--- src/rf_pkg.sv ---
/*
   register file geometry and the request structs shared by all stages
   x0 is stored like any other register; only its error flags are masked
   write requests carry their own enable, there is no handshake
*/
package rf_pkg;

   localparam int XLEN         = 32;   // data word width
   localparam int RF_ADDR_W    = 5;    // register address width
   localparam int RF_DEPTH     = 32;   // number of registers incl. x0
   localparam int N_FWD_STAGES = 3;    // EX, MA and WB destinations

   typedef logic [RF_ADDR_W-1:0] rf_add_t;

   // one write port request, also used as the repair register
   typedef struct packed {
      logic            we;    // write enable (pending flag in the repair register)
      rf_add_t         add;   // destination register
      logic [XLEN-1:0] val;   // value to store
   } rf_wr_t;

   // destination of an instruction still in flight
   typedef struct packed {
      logic    dest_valid;    // instruction writes a register
      rf_add_t add;           // that register
   } stage_dst_t;

endpackage

--- src/secded_pkg.sv ---
/*
   Hsiao (39,32) SECDED code over one XLEN data word
   data columns are the first 32 weight-3 patterns, check bits are one-hot
   a syndrome matching no column is treated as uncorrectable
   all functions are pure combinational
*/
package secded_pkg;
   import rf_pkg::*;

   localparam int CHK_W = 7;    // checksum bits per word

   typedef logic [CHK_W-1:0] chk_t;

   // error flags of one read port
   typedef struct packed {
      logic uce;    // double or worse error
      logic ce;     // single-bit error, correctable
   } rp_info_t;

   // parity check matrix, one column per data bit
   localparam chk_t H_COL [XLEN] = '{
      7'h07, 7'h0B, 7'h0D, 7'h0E, 7'h13, 7'h15, 7'h16, 7'h19,
      7'h1A, 7'h1C, 7'h23, 7'h25, 7'h26, 7'h29, 7'h2A, 7'h2C,
      7'h31, 7'h32, 7'h34, 7'h38, 7'h43, 7'h45, 7'h46, 7'h49,
      7'h4A, 7'h4C, 7'h51, 7'h52, 7'h54, 7'h58, 7'h61, 7'h62
   };

   // checksum of a data word, zero word gives zero checksum
   function automatic chk_t secded_checksum(logic [XLEN-1:0] data);
      chk_t chk;
      chk = '0;
      for (int i = 0; i < XLEN; i++) begin
         if (data[i]) chk ^= H_COL[i];
      end
      return chk;
   endfunction

   // high when the syndrome is clean or points at exactly one bit
   function automatic logic secded_syndrome_ok(chk_t syn);
      logic ok;
      ok = (syn == '0);
      for (int j = 0; j < CHK_W; j++) begin
         if (syn == chk_t'(1 << j)) ok = 1'b1;   // flipped check bit
      end
      for (int i = 0; i < XLEN; i++) begin
         if (syn == H_COL[i]) ok = 1'b1;         // flipped data bit
      end
      return ok;
   endfunction

   // flips the data bit named by the syndrome, otherwise passes data through
   function automatic logic [XLEN-1:0] secded_correct(logic [XLEN-1:0] data, chk_t syn);
      logic [XLEN-1:0] fixed;
      fixed = data;
      for (int i = 0; i < XLEN; i++) begin
         if (syn == H_COL[i]) fixed[i] = ~data[i];
      end
      return fixed;
   endfunction

endpackage

--- src/rf_storage.sv ---
/*
   data and checksum arrays, one write port and two asynchronous read ports
   checksum is computed from the write value at the clock edge
   fault injection flips data bits only and loses to a write to the same register
   reset clears every word, zero data has a zero checksum
*/
`timescale 1ns/10ps

module rf_storage
   import rf_pkg::*;
   import secded_pkg::*;
(
   input  logic            s_clk_i,          // clock
   input  logic            rst_n_i,          // async reset, active low
   input  rf_wr_t          wr_i,             // merged writeback / repair write
   input  logic            inj_en_i,         // fault injection strobe
   input  rf_add_t         inj_add_i,        // register to upset
   input  logic [XLEN-1:0] inj_mask_i,       // bits to flip
   input  rf_add_t         rd_add_i [2],     // read addresses
   output logic [XLEN-1:0] rd_val_o [2],     // raw stored words
   output chk_t            rd_chk_o [2]      // stored checksums
);

   logic [XLEN-1:0] data_q [RF_DEPTH];       // data array
   chk_t            chk_q  [RF_DEPTH];       // checksum array
   logic            inj_hit;

   // upset is dropped when the write port targets the same register
   assign inj_hit = inj_en_i & ~(wr_i.we & (wr_i.add == inj_add_i));

   always_ff @(posedge s_clk_i or negedge rst_n_i) begin
      if (!rst_n_i) begin
         data_q <= '{default: '0};
         chk_q  <= '{default: '0};
      end else begin
         if (wr_i.we) begin
            data_q[wr_i.add] <= wr_i.val;
            chk_q[wr_i.add]  <= secded_checksum(wr_i.val);   // keep code in step
         end
         if (inj_hit) begin
            data_q[inj_add_i] <= data_q[inj_add_i] ^ inj_mask_i;   // checksum untouched
         end
      end
   end

   // combinational read, new value visible the cycle after a write
   for (genvar p = 0; p < 2; p++) begin : g_rd
      assign rd_val_o[p] = data_q[rd_add_i[p]];
      assign rd_chk_o[p] = chk_q[rd_add_i[p]];
   end

endmodule

--- src/read_check_stage.sv ---
/*
   SECDED check of both read ports, fully combinational
   corrected value is only meaningful when uce is low
   reads of x0 never raise ce or uce
*/
`timescale 1ns/10ps

module read_check_stage
   import rf_pkg::*;
   import secded_pkg::*;
(
   input  rf_add_t         rd_add_i  [2],    // read addresses
   input  logic [XLEN-1:0] rd_val_i  [2],    // raw words from storage
   input  chk_t            rd_chk_i  [2],    // stored checksums
   output rp_info_t        rd_info_o [2],    // error flags per port
   output logic [XLEN-1:0] rd_fix_o  [2]     // corrected words
);

   chk_t syn     [2];    // recomputed xor stored checksum
   logic syn_ok  [2];    // clean or single-bit
   logic syn_nz  [2];    // any mismatch at all
   logic add_ok  [2];    // address is not x0

   for (genvar p = 0; p < 2; p++) begin : g_port
      assign syn[p]    = secded_checksum(rd_val_i[p]) ^ rd_chk_i[p];
      assign syn_ok[p] = secded_syndrome_ok(syn[p]);
      assign syn_nz[p] = |syn[p];
      // value of x0 is never used by the core so its faults are ignored
      assign add_ok[p] = (rd_add_i[p] != '0);

      // single error in data or check bits
      assign rd_info_o[p].ce  = add_ok[p] & syn_ok[p] & syn_nz[p];
      // even-weight or unknown syndrome
      assign rd_info_o[p].uce = add_ok[p] & ~syn_ok[p];

      assign rd_fix_o[p] = secded_correct(rd_val_i[p], syn[p]);   // flip the bad bit
   end

endmodule

--- src/acm_repair_stage.sv ---
/*
   automatic correction of single-bit errors found on the read ports
   repair register is kept twice, a repair is only issued when both copies agree
   writeback always wins the write port, a blocked repair waits one cycle per write
   a repair whose register is overwritten by writeback is dropped
   port 2 requests have priority over port 1
*/
`timescale 1ns/10ps

module acm_repair_stage
   import rf_pkg::*;
   import secded_pkg::*;
(
   input  logic            s_clk_i,                      // clock
   input  logic            rst_n_i,                      // async reset, active low
   input  rf_add_t         rd_add_i    [2],              // read addresses
   input  rp_info_t        rd_info_i   [2],              // flags from the check stage
   input  logic [XLEN-1:0] rd_fix_i    [2],              // corrected words
   input  stage_dst_t      stage_dst_i [N_FWD_STAGES],   // EX, MA, WB destinations
   input  rf_wr_t          wb_wr_i,                      // writeback write
   output rf_wr_t          file_wr_o,                    // single storage write port
   output logic            ce_o        [2],              // error that gets repaired
   output logic            uce_o       [2]               // uncorrectable error
);

   logic   fwd     [2];    // value will come from a later stage
   logic   repreq  [2];    // correctable and not forwarded
   logic   repair  [2];    // request not already covered by this cycle's write
   rf_wr_t new_req;        // selected request for the repair register
   rf_wr_t rep_q   [2];    // two copies of {pending, add, val}
   rf_wr_t rep_d   [2];
   logic   rep_agree;      // copies match
   logic   fix_we;         // repair is issued this cycle

   for (genvar p = 0; p < 2; p++) begin : g_port
      // any valid in-flight destination hides the stored value
      always_comb begin
         fwd[p] = 1'b0;
         for (int s = 0; s < N_FWD_STAGES; s++) begin
            if (stage_dst_i[s].dest_valid && (stage_dst_i[s].add == rd_add_i[p])) begin
               fwd[p] = 1'b1;
            end
         end
      end

      assign repreq[p] = rd_info_i[p].ce & ~fwd[p];
      // register written this cycle gets a fresh checksum anyway
      assign repair[p] = repreq[p] & ~(file_wr_o.we & (file_wr_o.add == rd_add_i[p]));

      assign ce_o[p]  = repreq[p];
      assign uce_o[p] = rd_info_i[p].uce;
   end

   // port 2 first
   assign new_req.we  = repair[1] | repair[0];
   assign new_req.add = repair[1] ? rd_add_i[1] : rd_add_i[0];
   assign new_req.val = repair[1] ? rd_fix_i[1] : rd_fix_i[0];

   // each copy follows its own state, so an upset in one copy shows as a mismatch
   always_comb begin
      for (int c = 0; c < 2; c++) begin
         if (rep_q[c].we && wb_wr_i.we) begin
            rep_d[c]    = rep_q[c];                          // hold and retry
            rep_d[c].we = (wb_wr_i.add != rep_q[c].add);     // drop if overwritten
         end else begin
            rep_d[c] = new_req;    // old repair written or slot was empty
         end
      end
   end

   always_ff @(posedge s_clk_i or negedge rst_n_i) begin
      if (!rst_n_i) begin
         rep_q[0] <= '0;
         rep_q[1] <= '0;
      end else begin
         rep_q[0] <= rep_d[0];
         rep_q[1] <= rep_d[1];
      end
   end

   assign rep_agree = (rep_q[0] == rep_q[1]);
   assign fix_we    = rep_q[0].we & rep_agree;

   // writeback has priority on the one write port
   always_comb begin
      if (wb_wr_i.we) begin
         file_wr_o = wb_wr_i;
      end else begin
         file_wr_o.we  = fix_we;
         file_wr_o.add = rep_q[0].add;
         file_wr_o.val = rep_q[0].val;
      end
   end

endmodule

--- src/protected_rf_top.sv ---
/*
   protected register file, storage then read check then repair
   repair writes go back through the storage write port
   forwarding destinations come from the core as plain inputs
*/
`timescale 1ns/10ps

module protected_rf_top
   import rf_pkg::*;
   import secded_pkg::*;
(
   input  logic            s_clk_i,                      // clock
   input  logic            rst_n_i,                      // async reset, active low
   input  rf_wr_t          wb_wr_i,                      // writeback write
   input  stage_dst_t      stage_dst_i [N_FWD_STAGES],   // in-flight destinations
   input  rf_add_t         rd1_add_i,                    // read port 1 address
   input  rf_add_t         rd2_add_i,                    // read port 2 address
   input  logic            inj_en_i,                     // fault injection strobe
   input  rf_add_t         inj_add_i,                    // upset target
   input  logic [XLEN-1:0] inj_mask_i,                   // bits to flip
   output logic [XLEN-1:0] rd1_val_o,                    // corrected value, port 1
   output logic [XLEN-1:0] rd2_val_o,                    // corrected value, port 2
   output logic            ce_o        [2],              // repaired single error
   output logic            uce_o       [2]               // double error
);

   rf_add_t         rd_add  [2];
   logic [XLEN-1:0] rd_val  [2];    // raw words
   chk_t            rd_chk  [2];
   rp_info_t        rd_info [2];
   logic [XLEN-1:0] rd_fix  [2];    // corrected words
   rf_wr_t          file_wr;        // merged write

   assign rd_add[0] = rd1_add_i;
   assign rd_add[1] = rd2_add_i;
   assign rd1_val_o = rd_fix[0];
   assign rd2_val_o = rd_fix[1];

   rf_storage u_storage (
      .s_clk_i, .rst_n_i, .wr_i(file_wr),
      .inj_en_i, .inj_add_i, .inj_mask_i,
      .rd_add_i(rd_add), .rd_val_o(rd_val), .rd_chk_o(rd_chk)
   );

   read_check_stage u_check (
      .rd_add_i(rd_add), .rd_val_i(rd_val), .rd_chk_i(rd_chk),
      .rd_info_o(rd_info), .rd_fix_o(rd_fix)
   );

   acm_repair_stage u_acm (
      .s_clk_i, .rst_n_i, .rd_add_i(rd_add), .rd_info_i(rd_info), .rd_fix_i(rd_fix),
      .stage_dst_i, .wb_wr_i, .file_wr_o(file_wr), .ce_o, .uce_o
   );

endmodule

--- config.mk ---
export PLATFORM = sky130hd
export DESIGN_NAME = protected_rf_top
export DESIGN_NICKNAME = d
export VERILOG_FILES = /design/src/rf_pkg.sv /design/src/secded_pkg.sv /design/src/rf_storage.sv /design/src/read_check_stage.sv /design/src/acm_repair_stage.sv /design/src/protected_rf_top.sv
export SDC_FILE = /design/constraint.sdc
export NUM_CORES = 2
export LEC_CHECK = 0
export ABC_AREA = 0
export BUFFER_PORTS_ARGS = -buffer_cell sky130_fd_sc_hd__buf_4
export CORE_MARGIN = 3
export CORE_UTILIZATION = 35
export CTS_BUF_LIST = sky130_fd_sc_hd__clkbuf_4 sky130_fd_sc_hd__clkbuf_8 sky130_fd_sc_hd__clkbuf_16
export DETAILED_ROUTE_END_ITERATION = 16
export SYNTH_ARGS = -nofsm -noshare
export SYNTH_HDL_FRONTEND = slang
export SYNTH_SLANG_ARGS = --single-unit
export TNS_END_PERCENT = 100
--- constraint.sdc ---
create_clock -name s_clk_i -period 14.4 [get_ports s_clk_i]
set_input_delay 4.32 -clock s_clk_i [delete_from_list [all_inputs] [get_ports s_clk_i]]
set_output_delay 4.32 -clock s_clk_i [all_outputs]
set_load 0.005 [all_outputs]
==> flow_metrics.env <==
export IMPL_run_status="finished, final reports clean"
export IMPL_grt_use_total_pct=31.29
export IMPL_first_global_vias=79463
export IMPL_io_pins=174
export IMPL_final_area_sq_um=101700
export IMPL_synth_top_cell_by_area="dfrtp_1"
export IMPL_multi_input_area_sq_um=53330
export IMPL_crit_fanout=47
export IMPL_setup_viol=0
export IMPL_clockRootBuffer="clkbuf_16"
export IMPL_postCtsHoldBufs=0
export IMPL_drtIter0Drc=15522
export IMPL_die_h_microns=513.0
export IMPL_cp_required_ps=10080
export IMPL_grt_start_max_net_pins=171
export IMPL_antenna_found_initial=17
export IMPL_synth_warnings=0
export IMPL_finalClockSkew_ps=36.11
export IMPL_cts_tree="yes"
export IMPL_hp_class="register to register"
export IMPL_slew_violations=0
export IMPL_dp_hpwl_microns=264200
export IMPL_dieWidth_microns=513.0
export IMPL_fp_coreArea_sq_um=254900
export IMPL_fmax_mhz=69.86
export IMPL_dieArea_sq_um=263200
export IMPL_ys_ff_latch=1324
export IMPL_numClockSinks=1324
export IMPL_insertion_delay_ps=860
export IMPL_postPlaceCellArea_sq_um=96520
export IMPL_ys_async_sr_fraction_pct=100.0
export IMPL_path_class="input pin to output pin"
export IMPL_crit_family="simple AND/OR/NAND/NOR gates"
export IMPL_synthesis_nets=8964
export IMPL_grt_ovfl_total=0
export IMPL_postRouteAntennaNets=0
export IMPL_place_congestion=0.9808
export IMPL_fin_nets=8744
export IMPL_fill_cells=24223
export IMPL_ff_latch_area_sq_um=33130
export IMPL_cp_end_kind="output pin"
export IMPL_area_delta_synth_final_pct=13.07
export IMPL_finalCritPeriodShare_pct=99.41
export IMPL_synthTopCellsByCount="dfrtp_1 (1,324), nand2_1 (1,191), o21ai_0 (1,068)"
export IMPL_final_util_pct=39.91
export IMPL_slew_headroom_pct=6.476
export IMPL_avgSynthCellArea_sq_um=10.16
export IMPL_totalWireLength_microns=425100
export IMPL_cts_htree_levels=4
export IMPL_cpPeakStageDelay_ps=790
export IMPL_vias=84379
export IMPL_start_util_pct=35.30
export IMPL_avgRoutedWirePerCell_microns=35.03
export IMPL_critical_path_slowest_cell="nor4_4"
export IMPL_post_synth_top_area_fraction_pct=36.83
export IMPL_worst_path_buf_inv=6
export IMPL_cp_arrival_ps=10000
export IMPL_setup_tns_ps=0
export IMPL_path_cells="buf_8 -> buf_12 -> buf_12 -> mux2i_1 -> a22oi_1 -> a21oi_1 -> nor4_4 -> buf_4 -> xor2_1 -> xnor2_1 -> xnor2_2 -> xnor3_2 -> or4b_1 -> a211o_1 -> o311a_1 -> nand4_1 -> nor4_4 -> buf_4 -> nor2_1 -> buf_4"
export IMPL_synthDistinctLibCells=81
export IMPL_drc=0
export IMPL_tightest_slew_ps=1403
export IMPL_place_port_buffers=173
export IMPL_hold_viol=0
export IMPL_synth_area_sq_um=89960
export IMPL_ys_flop_type="dfrtp_1"
export IMPL_layout_min_cycle_time_ps=14320
export IMPL_yosysMostFrequentCell="dfrtp_1"
export IMPL_layout_drive_gt1_share_pct=22.32
export IMPL_num_rows=185
export IMPL_drv_cap=0
export IMPL_synth_edf_count=0
export IMPL_start_kind="input pin"
export IMPL_synthCells=8858
export IMPL_ys_seq_area_share_pct=36.83
export IMPL_clkTransAtPathRegs_ps=70
export IMPL_drt_first_pass_iters=6
export IMPL_numCtsBuffers=146
export IMPL_yosys_top_cells_area="dfrtp_1 (37%), mux4_2 (19%), o211ai_1 (8.6%), o21ai_0 (5.9%), nand2_1 (5.0%)"
export IMPL_clockBufferDepth=3
export IMPL_grt_pass1_wl_microns=600200
export IMPL_crit_path_frequent_cell="buf_4"
export IMPL_vias_per_cell=6.954
per-layer routing:
metal / GRT usage (%) / routed length [microns] / vias to the layer above
met5: 0 / 70 / -
met1: 38.66 / 149100 / 42174
met3: 11.29 / 59580 / 1775
li1: - / - / 33122
met4: 24.13 / 40300 / 12
met2: 44.34 / 176000 / 7296
worst register-to-register path: cells and delay by family, from the launching register on:
kind	cells	cell delay, ps
buffers and inverters	3	590
muxes	3	1540
AOI/OAI and AO/OA	4	1260
xor gates and xnor gates	4	1130
and+or+nand+nor	3	810
DFF	1	450
path summary, 6_finish.rpt:
path / from / endpoint / slack (ps) / cells after the start
worst min-delay path: u_acm.rep_q[21] / u_acm.rep_q[21] / 510 / 2
max in group asynchronous: rst_n_i / u_storage.data_q[149] / 8590 / 3
worst max register to register: u_storage.data_q[114] / u_acm.rep_q[43] / 8470 / 17
min in group asynchronous: rst_n_i / u_storage.chk_q[19] / 3350 / 1
worst min register to register: u_acm.rep_q[21] / u_acm.rep_q[21] / 510 / 2
worst max-delay path: rd2_add_i[2] / ce_o[0] / 80 / 20
layout by cell type (no fill, tap or decap), types with 13 or more instances in the layout:
master     netlist  final
buf_12           4     48
o21ai_0       1068   1068
o211ai_1      1028   1028
mux2_2          49     49
mux4_2         743    743
nor2b_1         23     19
a211oi_1        22     22
nor2_1         416    383
mux2i_4          2     34
a221oi_1        26     26
nand3_1         64     56
nand2b_1        20     20
xor2_1         123    123
dfrtp_1       1324   1324
o22ai_1         20     20
xnor2_1        232    193
nor4_1          15     15
a31oi_1         81     81
bufinv_16        0     14
clkbuf_8         0     31
o21ai_1         15     15
clkbuf_16        0    146
a22oi_1        271    271
xnor2_2          2     41
clkbuf_4         0     26
nand4_1         59     59
clkinv_2         0     22
nor2_4           0     33
xnor3_1         26     25
nand2_1       1191   1181
a21oi_1        312    311
nand3_2         21     21
buf_4           31    625
nor3_1          45     41
mux2i_1        430    397
o221ai_1        14     13
state kept, by name, summed over array words and instances (netlist names):
| name | cells |
|---|---|
| u_storage.chk_q | 224 |
| u_acm.rep_q | 76 |
| u_storage.data_q | 1024 |
stage by stage:
| step | instances | hold WS (ps) | setup slack (ps) |
|---|---|---|---|
| global placement | 11855 | 487.3 | 89.18 |
| CTS | 12121 | 506.0 | 79.47 |
| detailed placement | 11855 | 493.6 | 91.93 |
| global route | 12125 | 552.6 | -19.38 |
| floorplan | 8858 | 469.6 | 1024 |
| finish | 12134 | 512.0 | 84.97 |
layout make-up:
class	count	share of cell area, %
clock buffers	203	4.203
clock inverters	63	0.8561
diodes	12	0.02952
well taps	3366	4.140
inverters	20	0.07626
repair buffers	682	5.699
multi-input cells	6464	52.42
flip-flops and latches	1324	32.57
cells by family after synthesis:
group                  after synthesis  synth area share, %
AO/OA/AOI/OAI                     2920                20.50
XOR/XNOR                           388                4.259
buffers and inverters             1070                5.247
flip-flops                        1324                36.83
multiplexers                      1226                24.08
AND/OR/NAND/NOR                   1930                9.083
timing repair:
| action | in CTS | in global routing |
|---|---|---|
| endpoints found under the setup margin | 0 | 2 |
| endpoints found under the hold margin | 0 | 0 |
| setup buffers | 0 | 0 |
| resized for setup | 0 | 2 |
Power is not shown: default switching activity piles up to over one toggle a cycle in this logic, so the estimate is an artifact.
